## src/hw/synth_pkg.sv

```systemverilog
package synth_pkg;

    localparam int VOICES  = 4;
    localparam int V_WIDTH = 2;                 // slot index
    localparam int PHASE_W = 16;
    localparam int AUD_W   = 16;
    localparam int WAVE_W  = 12;                // signed triangle

    // register offsets within one voice, low nibble of the address
    localparam logic [3:0] REG_INC_LO  = 4'd0;
    localparam logic [3:0] REG_INC_HI  = 4'd1;
    localparam logic [3:0] REG_GATE    = 4'd2;
    localparam logic [3:0] REG_VEL     = 4'd3;
    localparam logic [3:0] REG_ATTACK  = 4'd4;
    localparam logic [3:0] REG_RELEASE = 4'd5;
    localparam logic [3:0] REG_PAN     = 4'd6;

    localparam logic [1:0] PAN_CENTER = 2'd0;   // code 3 acts as center too
    localparam logic [1:0] PAN_LEFT   = 2'd1;
    localparam logic [1:0] PAN_RIGHT  = 2'd2;

    typedef struct packed {
        logic [7:0] addr;                       // voice in [7:4], register in [3:0]
        logic [7:0] data;
    } reg_cmd_t;

    typedef struct packed {
        logic [PHASE_W-1:0] inc;
        logic               gate;
        logic [7:0]         vel;
        logic [7:0]         atk;
        logic [7:0]         rel;
        logic [1:0]         pan;
    } voice_param_t;

    typedef struct packed {
        logic [V_WIDTH-1:0] slot;
        logic               last;
    } slot_tok_t;

    typedef struct packed {
        logic signed [AUD_W-1:0] smp;
        logic [1:0]              pan;
        logic                    last;
    } voice_out_t;

    typedef struct packed {
        logic signed [AUD_W-1:0] left;
        logic signed [AUD_W-1:0] right;
    } stereo_t;

endpackage

```

## src/hw/synth_engine.sv

```systemverilog
module synth_engine (
    input  logic                 audio_clk,
    input  logic                 arst_n,
    input  logic                 cmd_valid,
    output logic                 cmd_ready,
    input  synth_pkg::reg_cmd_t  cmd,
    output logic                 sample_valid,
    input  logic                 sample_ready,
    output synth_pkg::stereo_t   sample
);

    synth_pkg::voice_param_t params [synth_pkg::VOICES];
    synth_pkg::slot_tok_t    tok;
    synth_pkg::voice_out_t   res;
    logic                    tok_valid;
    logic                    res_valid;
    logic                    frame_idle;
    logic                    frame_done;
    logic                    sample_pending;

    synth_reg_decode u_decode (
        .audio_clk      ( audio_clk ),
        .arst_n         ( arst_n ),
        .cmd_valid      ( cmd_valid ),
        .cmd_ready      ( cmd_ready ),
        .cmd            ( cmd ),
        .frame_idle     ( frame_idle ),     // writes land between frames
        .params         ( params )
    );

    synth_slot_seq u_seq (
        .audio_clk      ( audio_clk ),
        .arst_n         ( arst_n ),
        .frame_done     ( frame_done ),
        .sample_pending ( sample_pending ),  // back-pressure stall
        .tok_valid      ( tok_valid ),
        .tok            ( tok ),
        .frame_idle     ( frame_idle )
    );

    synth_voice_exec u_exec (
        .audio_clk      ( audio_clk ),
        .arst_n         ( arst_n ),
        .tok_valid      ( tok_valid ),
        .tok            ( tok ),
        .params         ( params ),
        .res_valid      ( res_valid ),
        .res            ( res )
    );

    synth_mixer u_mixer (
        .audio_clk      ( audio_clk ),
        .arst_n         ( arst_n ),
        .res_valid      ( res_valid ),
        .res            ( res ),
        .frame_done     ( frame_done ),
        .sample_pending ( sample_pending ),
        .sample_valid   ( sample_valid ),
        .sample_ready   ( sample_ready ),
        .sample         ( sample )
    );

endmodule

```

## src/hw/synth_mixer.sv

```systemverilog
module synth_mixer (
    input  logic                   audio_clk,
    input  logic                   arst_n,
    input  logic                   res_valid,
    input  synth_pkg::voice_out_t  res,
    output logic                   frame_done,
    output logic                   sample_pending,
    output logic                   sample_valid,
    input  logic                   sample_ready,
    output synth_pkg::stereo_t     sample
);

    logic signed [synth_pkg::AUD_W+1:0] acc_l;
    logic signed [synth_pkg::AUD_W+1:0] acc_r;
    logic signed [synth_pkg::AUD_W+1:0] sum_l;
    logic signed [synth_pkg::AUD_W+1:0] sum_r;
    logic                               to_l;
    logic                               to_r;

    function automatic logic signed [synth_pkg::AUD_W-1:0] sat(
        input logic signed [synth_pkg::AUD_W+1:0] v
    );
        if (v > 18'sd32767) begin
            return 16'sh7fff;
        end else if (v < -18'sd32768) begin
            return 16'sh8000;
        end
        return v[synth_pkg::AUD_W-1:0];
    endfunction

    always_comb begin
        case (res.pan)
            synth_pkg::PAN_LEFT: begin
                to_l = 1'b1;
                to_r = 1'b0;
            end
            synth_pkg::PAN_RIGHT: begin
                to_l = 1'b0;
                to_r = 1'b1;
            end
            synth_pkg::PAN_CENTER: begin
                to_l = 1'b1;
                to_r = 1'b1;
            end
            default: begin
                to_l = 1'b1;                    // code 3 as center
                to_r = 1'b1;
            end
        endcase
        sum_l = acc_l + (to_l ? $signed(res.smp) : 16'sd0);
        sum_r = acc_r + (to_r ? $signed(res.smp) : 16'sd0);
    end

    assign sample_pending = sample_valid;

    always_ff @(posedge audio_clk or negedge arst_n) begin
        if (!arst_n) begin
            acc_l        <= '0;
            acc_r        <= '0;
            frame_done   <= 1'b1;
            sample_valid <= 1'b0;
        end else begin
            if (sample_valid && sample_ready) begin
                sample_valid <= 1'b0;
            end
            if (res_valid && res.last) begin
                acc_l        <= '0;
                acc_r        <= '0;
                frame_done   <= 1'b1;
                sample_valid <= 1'b1;
            end else if (res_valid) begin
                acc_l      <= sum_l;
                acc_r      <= sum_r;
                frame_done <= 1'b0;             // frame in progress
            end
        end
    end

    always_ff @(posedge audio_clk) begin
        if (res_valid && res.last) begin
            sample.left  <= sat(sum_l);
            sample.right <= sat(sum_r);
        end
    end

endmodule

```

## src/hw/synth_reg_decode.sv

```systemverilog
module synth_reg_decode (
    input  logic                    audio_clk,
    input  logic                    arst_n,
    input  logic                    cmd_valid,
    output logic                    cmd_ready,
    input  synth_pkg::reg_cmd_t     cmd,
    input  logic                    frame_idle,
    output synth_pkg::voice_param_t params [synth_pkg::VOICES]
);

    synth_pkg::reg_cmd_t pend;
    logic                pend_valid;
    logic [3:0]          pend_voice;
    logic [3:0]          pend_reg;
    logic                apply;

    assign cmd_ready  = !pend_valid;            // single-entry buffer
    assign pend_voice = pend.addr[7:4];
    assign pend_reg   = pend.addr[3:0];
    assign apply      = pend_valid && frame_idle;

    always_ff @(posedge audio_clk) begin
        if (cmd_valid && cmd_ready) begin
            pend <= cmd;
        end
    end

    always_ff @(posedge audio_clk or negedge arst_n) begin
        if (!arst_n) begin
            pend_valid <= 1'b0;
        end else if (cmd_valid && cmd_ready) begin
            pend_valid <= 1'b1;
        end else if (apply) begin
            pend_valid <= 1'b0;                 // ready again next cycle
        end
    end

    // parameter registers, only touched between frames
    always_ff @(posedge audio_clk or negedge arst_n) begin
        if (!arst_n) begin
            for (int i = 0; i < synth_pkg::VOICES; i++) begin
                params[i] <= '0;
            end
        end else if (apply && (int'(pend_voice) < synth_pkg::VOICES)) begin
            case (pend_reg)
                synth_pkg::REG_INC_LO: begin
                    params[pend_voice[synth_pkg::V_WIDTH-1:0]].inc[7:0] <= pend.data;
                end
                synth_pkg::REG_INC_HI: begin
                    params[pend_voice[synth_pkg::V_WIDTH-1:0]].inc[15:8] <= pend.data;
                end
                synth_pkg::REG_GATE: begin
                    params[pend_voice[synth_pkg::V_WIDTH-1:0]].gate <= pend.data[0];
                end
                synth_pkg::REG_VEL: begin
                    params[pend_voice[synth_pkg::V_WIDTH-1:0]].vel <= pend.data;
                end
                synth_pkg::REG_ATTACK: begin
                    params[pend_voice[synth_pkg::V_WIDTH-1:0]].atk <= pend.data;
                end
                synth_pkg::REG_RELEASE: begin
                    params[pend_voice[synth_pkg::V_WIDTH-1:0]].rel <= pend.data;
                end
                synth_pkg::REG_PAN: begin
                    params[pend_voice[synth_pkg::V_WIDTH-1:0]].pan <= pend.data[1:0];
                end
                default: begin
                end                             // unmapped offset, dropped
            endcase
        end
    end

endmodule

```

## src/hw/synth_slot_seq.sv

```systemverilog
module synth_slot_seq (
    input  logic                  audio_clk,
    input  logic                  arst_n,
    input  logic                  frame_done,
    input  logic                  sample_pending,
    output logic                  tok_valid,
    output synth_pkg::slot_tok_t  tok,
    output logic                  frame_idle
);

    typedef enum logic {S_IDLE, S_ISSUE} state_t;

    state_t                        state;
    logic [synth_pkg::V_WIDTH-1:0] slot;
    logic                          start;

    assign start      = (state == S_IDLE) && frame_done && !sample_pending;
    assign frame_idle = (state == S_IDLE);
    assign tok_valid  = (state == S_ISSUE);
    assign tok.slot   = slot;
    assign tok.last   = (int'(slot) == synth_pkg::VOICES - 1);

    always_ff @(posedge audio_clk or negedge arst_n) begin
        if (!arst_n) begin
            state <= S_IDLE;
            slot  <= '0;
        end else begin
            case (state)
                S_IDLE: begin
                    if (start) begin
                        state <= S_ISSUE;
                    end
                end
                default: begin
                    slot <= slot + 1'b1;        // wraps to 0 after the last slot
                    if (tok.last) begin
                        state <= S_IDLE;
                    end
                end
            endcase
        end
    end

endmodule

```

## src/hw/synth_voice_exec.sv

```systemverilog
module synth_voice_exec (
    input  logic                    audio_clk,
    input  logic                    arst_n,
    input  logic                    tok_valid,
    input  synth_pkg::slot_tok_t    tok,
    input  synth_pkg::voice_param_t params [synth_pkg::VOICES],
    output logic                    res_valid,
    output synth_pkg::voice_out_t   res
);

    // per-voice state
    logic [synth_pkg::PHASE_W-1:0] phase_q [synth_pkg::VOICES];
    logic [7:0]                    level_q [synth_pkg::VOICES];

    synth_pkg::voice_param_t       p;
    logic [synth_pkg::PHASE_W-1:0] ph_new;
    logic [7:0]                    lvl_cur;
    logic [7:0]                    lvl_new;
    logic [8:0]                    atk_sum;

    // stage 1 registers
    logic                          s1_valid;
    logic [synth_pkg::PHASE_W-1:0] s1_phase;
    logic [7:0]                    s1_level;
    logic [7:0]                    s1_vel;
    logic [1:0]                    s1_pan;
    logic                          s1_last;

    // stage 2 datapath
    logic [12:0]                      t;
    logic signed [13:0]               tri_w;
    logic signed [synth_pkg::WAVE_W-1:0] wave;
    logic [15:0]                      gain;
    logic signed [28:0]               prod;

    always_comb begin
        p       = params[tok.slot];
        lvl_cur = level_q[tok.slot];
        ph_new  = phase_q[tok.slot] + p.inc;    // wraps mod 2^16
        atk_sum = {1'b0, lvl_cur} + {1'b0, p.atk};
        if (p.gate) begin
            lvl_new = atk_sum[8] ? 8'hff : atk_sum[7:0];
        end else begin
            lvl_new = (lvl_cur > p.rel) ? lvl_cur - p.rel : 8'h00;
        end
    end

    always_ff @(posedge audio_clk or negedge arst_n) begin
        if (!arst_n) begin
            for (int i = 0; i < synth_pkg::VOICES; i++) begin
                phase_q[i] <= '0;
                level_q[i] <= '0;
            end
        end else if (tok_valid) begin
            phase_q[tok.slot] <= ph_new;        // write back
            level_q[tok.slot] <= lvl_new;
        end
    end

    always_ff @(posedge audio_clk) begin
        s1_phase <= ph_new;
        s1_level <= lvl_new;
        s1_vel   <= p.vel;                      // captured so a later write cannot leak in
        s1_pan   <= p.pan;
        s1_last  <= tok.last;
    end

    always_comb begin
        t     = s1_phase[synth_pkg::PHASE_W-1 -: 13];
        tri_w = t[12] ? 14'sd6143 - $signed({1'b0, t}) : $signed({1'b0, t}) - 14'sd2048;
        wave  = tri_w[synth_pkg::WAVE_W-1:0];
        gain  = s1_level * s1_vel;
        prod  = wave * $signed({1'b0, gain});
    end

    always_ff @(posedge audio_clk or negedge arst_n) begin
        if (!arst_n) begin
            s1_valid  <= 1'b0;
            res_valid <= 1'b0;
        end else begin
            s1_valid  <= tok_valid;
            res_valid <= s1_valid;
        end
    end

    always_ff @(posedge audio_clk) begin
        res.smp  <= prod[12 +: synth_pkg::AUD_W];  // >>> 12
        res.pan  <= s1_pan;
        res.last <= s1_last;
    end

endmodule

```

## config.mk

```make
export PLATFORM = sky130hd
export DESIGN_NAME = synth_engine
export DESIGN_NICKNAME = d
export VERILOG_FILES = /design/src/hw/synth_pkg.sv /design/src/hw/synth_engine.sv /design/src/hw/synth_mixer.sv /design/src/hw/synth_reg_decode.sv /design/src/hw/synth_slot_seq.sv /design/src/hw/synth_voice_exec.sv
export SDC_FILE = /design/constraint.sdc
export NUM_CORES = 1
export LEC_CHECK = 0
export BUFFER_PORTS_ARGS = -buffer_cell sky130_fd_sc_hd__buf_4
export CORE_MARGIN = 5
export CORE_UTILIZATION = 60
export DETAILED_ROUTE_END_ITERATION = 10
export PLACE_DENSITY = 0.75
export SETUP_SLACK_MARGIN = 0.5
export SYNTH_ARGS = -nofsm -noshare
export SYNTH_HDL_FRONTEND = slang
export SYNTH_SLANG_ARGS = --single-unit
```

## constraint.sdc

```tcl
create_clock -name audio_clk -period 17.75 [get_ports audio_clk]
set_input_delay 0.8875 -clock audio_clk [delete_from_list [all_inputs] [get_ports audio_clk]]
set_output_delay 0.8875 -clock audio_clk [all_outputs]
set_load 0.03 [all_outputs]
```

==> results_dict.tcl, run 1 <==
set metrics [dict create \
    crit_fanout 12 \
    start_kind "flop" \
    core_um2 45300 \
    nFillCells 3507 \
    r2r-start "u_exec.s1_vel[2]" \
    start_util 0.604 \
    timing.fmax_mhz 105 \
    cts.sinks 411 \
    synth_async_sr_flop_share 0.759 \
    required_ns 18.25 \
    ant_nets 0 \
    synthCells 2510 \
    grt_pass1_vias 19500 \
    hp-class "flop to flop" \
    post_drt_wl_per_cell_um 18.9 \
    critPathTopFamily "adder cells" \
    placementRows 78 \
    combPwrFrac 0.189 \
    power.switching_mw 0.698 \
    crit_buf_inv 7 \
    slew_headroom 0.192 \
    crit_top_cell "fa_1" \
    n_antenna_cell 0 \
    leakage_nw 14.2 \
    root_buffer "clkbuf_16" \
    dpl.hpwl_mm 44.2 \
    yosysSeqAreaShare 0.375 \
    r2r_cells 33 \
    rsz0062_at_grt "no" \
    setup_tns_ns 0 \
    ir_worst_vdd_uv 77.4 \
    cp.depth 33 \
    power_frac_clock 0.375 \
    vias 18700 \
    slew_violations 0 \
    top_register "u_decode.params" \
    tightest_slew_ns 1.21 \
    die_x_um 224 \
    slowest_delay_ns 0.76 \
    postCtsHoldBufs 0 \
    r2r-end "u_exec.res[18]" \
    top_regs "u_decode.params x172, u_exec.phase_q x64" \
    cts_resized 0 \
    power_switching_share 0.292 \
    hold_viol 0 \
    grt_pass1_wl_mm 99.5 \
    syn_to_final_growth_pct 8.72 \
    antenna_found_initial 0 \
    status "finished clean" \
    crit_start "u_exec.s1_vel[2]" \
    grt_use_total 0.243 \
    fin_nets 2920 \
    drc_errors 0 \
    cts_tree "done" \
    setup-violations-final 0 \
    most-common-layout-cells "inv_1 (330), dfrtp_1 (309), nand2_1 (230)" \
    grt_max_degree 91 \
    endpoint_kind "flop" \
    yosys_register_bits 411 \
    synth_area_um2 27400 \
    critical_path_class "flop to flop" \
    finalWeightedCongestion 0.910 \
    grt_overflow_total 0 \
    dr.pass1.iters 5 \
    layout_commonest_cell "inv_1" \
    slowest_stage "xor2_1" \
    power.total_mw 2.39 \
    drive_gt1_frac 0.142 \
    clk_pin_slew_ns 0.06 \
    cts_buffers 43 \
    via_per_inst 5.89 \
    die_area_um2 50000 \
    die_h_um 224 \
    fin_crit_ns 9.53 \
    yosys_most_used_dff "dfrtp_1" \
    largest_reg_flops 172 \
    port_buffers 53 \
    synth_edf_count 48 \
    p_int_mw 1.69 \
    seqCellArea_um2 10300 \
    fin_worst_skew_ns 0.0518 \
    r2r_setup_slack_ns 8.22 \
    final_util 0.657 \
    seqPwrFrac 0.436 \
    wl_mm 60.1 \
    cts_buffer_depth 3 \
    crit_arrival_ns 10.03 \
    first_iter_violations 1140 \
    worstSkewPairLatency_ns 0.60 \
    critPathCapture "u_exec.res[18]" \
    timing.final.crit_share 0.537 \
    avgSynthCellArea_um2 10.9 \
    syn_nets 2892 \
    ys_types 81 \
    drv_cap 0 \
    h-tree-depth 2 \
    io-pin-count 54 \
    power_density_nw_per_um2 80.4 \
    yosys_warnings 0 \
    multi_input_area_um2 15500 \
    cts_setup_buffers 0 \
]
-- through the flow --
stage,instances,cell area [um^2],setup slack (ns),hold slack (ns)
3_5_place_dp,3093,28300,8.30,0.313
5_1_grt,3173,29700,7.81,0.296
6_report,3173,29700,8.22,0.295
2_1_floorplan,2510,27400,8.96,0.310
4_1_cts,3173,29700,8.24,0.291
3_3_place_gp,3093,28300,8.45,0.311
-- worst reg2reg max path, delay by kind of cell, from the launching register on --
family	cells	cell delay [ns]
buffers and inverters	7	0.36
adder cells (fa/ha/maj)	11	5.02
XOR/XNOR	2	0.90
AO/OA/AOI/OAI	10	2.06
flip-flops	1	0.45
AND/OR/NAND/NOR	3	0.67
-- cells in the mapped netlist (4+ instances only) --
cell	count	share of area
a31oi_1	6	0.0014
buf_2	7	0.0013
mux4_2	66	0.054
nor3_1	18	0.0033
mux2_2	119	0.049
xor2_1	46	0.015
a2111oi_0	4	0.0013
nor2b_1	14	0.0032
fa_1	180	0.13
a21o_1	27	0.0074
dfxtp_1	51	0.037
nand2b_1	25	0.0057
a22oi_1	5	0.0014
nand3_1	21	0.0038
o21ai_1	10	0.0018
nand4_1	6	0.0014
nand2_1	231	0.032
a22o_1	72	0.023
dfrtp_1	311	0.28
nor2_1	112	0.015
o21bai_1	9	0.0025
o211ai_1	8	0.0022
a211oi_2	4	0.0018
buf_1	14	0.0019
xnor2_1	52	0.017
ha_1	182	0.083
o22ai_1	40	0.0091
o21ai_0	118	0.022
nand3b_1	5	0.0014
a21oi_1	66	0.012
o31ai_1	8	0.0022
or3_1	10	0.0023
a21oi_2	4	0.0013
clkbuf_1	68	0.0093
a211o_1	4	0.0013
and2_1	110	0.025
and3_1	14	0.0032
inv_1	330	0.045
o21a_1	15	0.0041
a21boi_0	5	0.0014
o2111ai_1	10	0.0032
edfxtp_1	48	0.053
-- routing by layer --
| layer | up-vias | part of all wire | global-route usage |
|---|---|---|---|
| li1 | 8595 | - | - |
| met1 | 9454 | 0.41 | 0.317 |
| met2 | 497 | 0.51 | 0.424 |
| met3 | 129 | 0.051 | 0.0349 |
| met4 | 0 | 0.029 | 0.0753 |
| met5 | - | 0 | 0 |
-- power by group through the flow --
stage | clock network [mW] | logic (mW) | registers (mW)
final | 0.897 | 0.451 | 1.04
after detailed placement | 0 | 0.446 | 1.06
after global routing | 0.962 | 0.500 | 1.04
after floorplan | 0 | 0.351 | 1.04
after global placement | 0 | 0.433 | 1.06
after CTS | 0.916 | 0.450 | 1.04
-- worst min-delay path by stage --
stage                              start            end  slack, ns  cells past startpoint
after detailed placement  u_exec.s1_last  u_exec.res[0]       0.31                      0
final                     u_exec.s1_last  u_exec.res[0]       0.29                      0
after CTS                 u_exec.s1_last  u_exec.res[0]       0.29                      0
after global placement    u_exec.s1_last  u_exec.res[0]       0.31                      0
after floorplan           u_exec.s1_last  u_exec.res[0]       0.31                      0
after global routing      u_exec.s1_last  u_exec.res[0]       0.30                      0
-- layout make-up --
class / count / area share
multi-input combinational: 1675 / 0.520
sequential: 411 / 0.346
inverter: 330 / 0.0417
clock buffer: 59 / 0.0410
tap: 600 / 0.0252
timing repair buffer: 77 / 0.0197
clock inverter: 21 / 0.00715
-- kinds of logic (layout without fill, tap and decap cells) --
family / after synthesis / after routing / synth area share
simple gates: 579 / 579 / 0.101
compound gates: 449 / 449 / 0.113
buf+inv: 424 / 487 / 0.0595
flops: 411 / 411 / 0.375
fa+ha+maj: 362 / 362 / 0.215
mux: 186 / 186 / 0.104
xor+xnor: 99 / 99 / 0.0320
No activity file was read; power rests on OpenSTA's default activity.
==> run 2: changes to the inputs <==
--- a/config.mk
+++ b/config.mk
@@ -5,6 +5,7 @@
 export SDC_FILE = /design/constraint.sdc
 export NUM_CORES = 1
 export LEC_CHECK = 0
+export ABC_AREA = 1
 export BUFFER_PORTS_ARGS = -buffer_cell sky130_fd_sc_hd__buf_4
 export CORE_MARGIN = 5
 export CORE_UTILIZATION = 60
==> constraint.sdc (replaced) <==
create_clock -name audio_clk -period 9.8 [get_ports audio_clk]
set_input_delay 0.49 -clock audio_clk [delete_from_list [all_inputs] [get_ports audio_clk]]
set_output_delay 0.49 -clock audio_clk [all_outputs]
set_load 0.03 [all_outputs]
==> results_dict.tcl, run 2 <==
set metrics [dict create \
    die_x_um 232 \
    syn_nets 4143 \
    port_buffers 53 \
    synth_async_sr_flop_share 0.759 \
    fin_worst_skew_ns 0.0172 \
    die_h_um 232 \
    dpl.hpwl_mm 53.0 \
    yosys_most_used_dff "dfrtp_1" \
    grt_pass1_vias 24300 \
    whs_ns -0.0538 \
    fin_ws_ns 1.14 \
    grt_overflow_total 0 \
    synth.area.top_cells "dfrtp_1 (26%), nand2_1 (13%), fa_1 (12%)" \
    violations "negative hold slack" \
    postCtsHoldBufs 0 \
    synth_edf_count 48 \
    h-tree-depth 2 \
    synthTopCellsByCount "nand2_1 (1,019), inv_1 (483), o21ai_0 (394), nor2_1 (319), dfrtp_1 (311)" \
    synth_top_area_share 0.263 \
    yosys.cell_count.top_type "nand2_1" \
    worstSkewPairLatency_ns 0.55 \
    grt_max_degree 104 \
    status "finished, violations left" \
    wl_mm 75.2 \
    crit_arrival_ns 9.14 \
    first_iter_violations 2237 \
    final_util 0.653 \
    top_register "u_decode.params" \
    dr.pass1.iters 6 \
    yosys_register_bits 411 \
    fin_crit_ns 8.66 \
    post-route-cell-area_um2 31900 \
    fin_nets 4107 \
    dr_wl_met2_mm 35.6 \
    largest_reg_flops 172 \
    setup_tns_ns 0 \
    drt-met1-wl_mm 32.6 \
    dp_cells 4344 \
    core_um2 48800 \
    start_util 0.606 \
    slew_violations 0 \
    setup-violations-final 0 \
    slew_headroom 0.239 \
    slowest_stage "fa_1" \
    yosysSeqAreaShare 0.347 \
    place_area_um2 30400 \
    cts.sinks 411 \
    ir_worst_vdd_uv 173 \
    leakage_nw 16.8 \
    most-common-layout-cells "nand2_1 (1,019), inv_1 (481), o21ai_0 (394)" \
    post_drt_wl_per_cell_um 17.0 \
    yosys_warnings 0 \
    drv_cap 0 \
    antenna_found_initial 1 \
    crit_fanout 8 \
    cts_buffers 43 \
    tightest_slew_ns 1.14 \
    cts_resized 0 \
    clk_pin_slew_ns 0.06 \
    via_per_inst 5.66 \
    root_buffer "clkbuf_16" \
    drc_errors 0 \
    finalWeightedCongestion 0.944 \
    grt_pass1_wl_mm 124 \
    cts_buffer_depth 3 \
    cts_tree "done" \
    power.total_mw 5.14 \
    avgSynthCellArea_um2 7.87 \
    synthCells 3761 \
    synth_top_cell_by_area "dfrtp_1" \
    power_density_nw_per_um2 161 \
    endpoint_kind "flop" \
    routed.top_layer "met4" \
    timing.fmax_mhz 115 \
    timing.final.crit_share 0.884 \
    drive_gt1_frac 0.0553 \
    io-pin-count 54 \
    vias 25000 \
    required_ns 10.28 \
    route.met3.wl_mm 4.75 \
    start_kind "flop" \
    die_area_um2 53900 \
    slowest_delay_ns 0.55 \
    hold_viol 26 \
    grt_use_total 0.280 \
    ant_nets 0 \
    critical_path_class "flop to flop" \
    n_antenna_cell 0 \
    rsz0062_at_grt "no" \
    syn_to_final_growth_pct 7.78 \
    ys_types 52 \
    top_regs "u_decode.params x172, u_exec.phase_q x64" \
    synth_area_um2 29600 \
    cts_setup_buffers 0 \
    fin_cells 4423 \
    placementRows 81 \
    hp-class "input port to asynchronous set/reset pin" \
    layout_commonest_cell "nand2_1" \
    place_ws_ns 1.25 \
]
run 2: cell families after synthesis:
family                     after synthesis  share of synthesized area
adders and majority gates              362                      0.199
and+or+nand+nor                       1528                      0.207
AOI/OAI and AO/OA                      745                      0.144
DFF                                    411                      0.347
buffers and inverters                  655                     0.0850
xor gates and xnor gates                60                     0.0178
run 2: where the power goes:
group          switching (mW)  leakage, nW  internal [mW]
clock                   0.679        0.730           1.03
combinational           0.987         10.8          0.439
sequential             0.0948         5.18           1.91
total                    1.76         16.8           3.38
run 2: final timing paths:
check | startpoint | to | slack, ns | depth (start not counted)
min in group audio_clk | cmd[8] | u_decode.pend[8] | 0.11 | 1
hold reg to reg | u_exec.s1_last | u_exec.res[0] | 0.32 | 0
hold / removal | arst_n | u_mixer.acc_r[10] | -0.05 | 1
setup / recovery | u_exec.s1_vel[2] | u_exec.res[15] | 1.14 | 34
setup reg to reg | u_exec.s1_vel[2] | u_exec.res[15] | 1.14 | 34
max in group asynchronous | arst_n | u_decode.params[103] | 7.55 | 3
run 2: per-layer routing:
layer | global-route usage | up-vias
li1 | - | 12000
met1 | 0.388 | 12000
met2 | 0.466 | 910
met3 | 0.0339 | 143
met4 | 0.0851 | 0
met5 | 0 | -
run 2: final cells by class:
class,count,area [um^2]
well taps,664,831
clock buffers,62,1270
fillers,4173,17000
multi-input cells,2695,16800
clock inverters,17,213
inverters,496,1870
repair buffers,78,593
flip-flops and latches,411,10300
run 2: worst max-delay path, delay by kind of cell (launching register included):
family / cells / cell delay, ns
compound gates: 1 / 0.22
buf+inv: 9 / 0.74
flops: 1 / 0.50
fa+ha+maj: 11 / 5.15
simple gates: 12 / 1.85
xor+xnor: 1 / 0.14
==> run 3: changes to the inputs <==
--- a/config.mk
+++ b/config.mk
@@ -9,6 +9,7 @@
 export BUFFER_PORTS_ARGS = -buffer_cell sky130_fd_sc_hd__buf_4
 export CORE_MARGIN = 5
 export CORE_UTILIZATION = 60
+export CTS_BUF_LIST = sky130_fd_sc_hd__clkbuf_4 sky130_fd_sc_hd__clkbuf_8
 export DETAILED_ROUTE_END_ITERATION = 10
 export PLACE_DENSITY = 0.75
 export SETUP_SLACK_MARGIN = 0.5
==> results_dict.tcl, run 3 (synthesis gave the netlist of run 2 again) <==
set metrics [dict create \
    via_per_inst 5.63 \
    grt_overflow_total 0 \
    cts_resized 0 \
    min_from "cmd_valid" \
    grt_pass1_wl_mm 125 \
    timing.fmax_mhz 116 \
    cts_buffer_depth 3 \
    largest_reg_flops 172 \
    required_ns 10.33 \
    slew_headroom 0.246 \
    port_buffers 53 \
    fin_nets 4152 \
    grt_pass1_vias 24700 \
    wl_mm 76.0 \
    timing.final.crit_share 0.877 \
    nFillCells 4181 \
    crit_arrival_ns 9.12 \
    whs_ns 0.116 \
    root_buffer "clkbuf_8" \
    start_util 0.606 \
    die_h_um 232 \
    grt_max_degree 104 \
    cts.sinks 411 \
    top_regs "u_decode.params x172, u_exec.phase_q x64" \
    grt_use_total 0.284 \
    crit_start "u_exec.s1_vel[3]" \
    critical_path_class "flop to flop" \
    crit_fanout 8 \
    slowest_stage "fa_1" \
    tightest_slew_ns 1.13 \
    top_register "u_decode.params" \
    postCtsHoldBufs 18 \
    io-pin-count 54 \
    clk_pin_slew_ns 0.07 \
    endpoint_kind "flop" \
    power_switching_share 0.356 \
    core_um2 48800 \
    cts_tree "done" \
    placementRows 81 \
    ir_worst_vdd_uv 144 \
    first_iter_violations 2189 \
    cts_setup_buffers 0 \
    h-tree-depth 3 \
    seqCellArea_um2 10300 \
    multi_input_area_um2 16800 \
    layout_commonest_cell "nand2_1" \
    status "finished clean" \
    die_x_um 232 \
    most-common-layout-cells "nand2_1 (1,019), inv_1 (481), o21ai_0 (394)" \
    vias 25300 \
    power.total_mw 5.07 \
    drv_cap 0 \
    crit_top_cell "nand2_1" \
    combPwrFrac 0.282 \
    fin_crit_ns 8.59 \
    setup-violations-final 0 \
    r2r-start "u_exec.s1_vel[3]" \
    power.switching_mw 1.80 \
    hold_viol 0 \
    p_int_mw 3.27 \
    leakage_nw 16.9 \
    post_drt_wl_per_cell_um 16.9 \
    worstSkewPairLatency_ns 0.66 \
    ant_nets 0 \
    start_kind "flop" \
    seqPwrFrac 0.395 \
    cts_buffers 70 \
    power_density_nw_per_um2 158 \
    slew_violations 0 \
    syn_to_final_growth_pct 8.48 \
    die_area_um2 53900 \
    fin_cells 4490 \
    final_util 0.657 \
    slowest_delay_ns 0.55 \
    power_frac_clock 0.323 \
    drc_errors 0 \
    hp-class "input port to flop" \
    dpl.hpwl_mm 53.0 \
    fin_worst_skew_ns 0.0299 \
    drive_gt1_frac 0.0701 \
    dr.pass1.iters 5 \
    setup_tns_ns 0 \
    dp_cells 4344 \
    rsz0062_at_grt "no" \
    finalWeightedCongestion 0.944 \
    antenna_found_initial 1 \
]
## run 3: final cells by class
| class | count | share of cell area |
|---|---|---|
| timing repair buffer | 96 | 0.0241 |
| multi-input combinational | 2695 | 0.525 |
| clock inverter | 13 | 0.00292 |
| sequential | 411 | 0.320 |
| tap | 664 | 0.0259 |
| inverter | 496 | 0.0582 |
| antenna | 1 | 0.0000780 |
| clock buffer | 114 | 0.0440 |
## run 3: path summary, 6_finish.rpt
| path | to | slack (ns) | depth (start not counted) |
|---|---|---|---|
| max reg2reg | u_exec.res[12] | 1.21 | 34 |
| min | u_decode.pend_valid | 0.12 | 3 |
| max | u_exec.res[12] | 1.21 | 34 |
| min in group asynchronous | u_mixer.acc_r[8] | 0.45 | 2 |
| min reg2reg | u_exec.res[1] | 0.33 | 0 |
| max in group asynchronous | u_decode.params[170] | 7.02 | 4 |
## run 3: per-stage QoR
stage               setup slack (ns)  area (um^2)
CTS                             1.21        32100
floorplan                       2.08        29600
detailed placement              1.25        30400
global route                   0.604        32100
global placement                1.37        30400
finish                          1.21        32100
## run 3: layer usage
metal / global-route usage / wire (um) / share of wire / vias up
met2: 0.470 / 35900 / 0.47 / 896
met4: 0.102 / 2430 / 0.032 / 0
met3: 0.0397 / 4730 / 0.062 / 180
met5: 0 / 0 / 0 / -
li1: - / - / - / 12100
met1: 0.387 / 32900 / 0.43 / 12000
## run 3: critical path: cells and delay by family (launching register included)
family                   cells  cell delay (ns)
AO/OA/AOI/OAI                1             0.22
adder cells (fa/ha/maj)     11             5.14
buffers and inverters        8             0.63
flip-flops                   1             0.53
AND/OR/NAND/NOR             14             1.93
## run 3: power groups by stage
stage	logic, mW	clock network (mW)	registers, mW
after floorplan	1.04	0	1.99
after global placement	1.39	0	2.03
after detailed placement	1.41	0	2.03
after CTS	1.42	1.67	2.00
after global routing	1.61	1.75	2.02
final	1.43	1.64	2.01
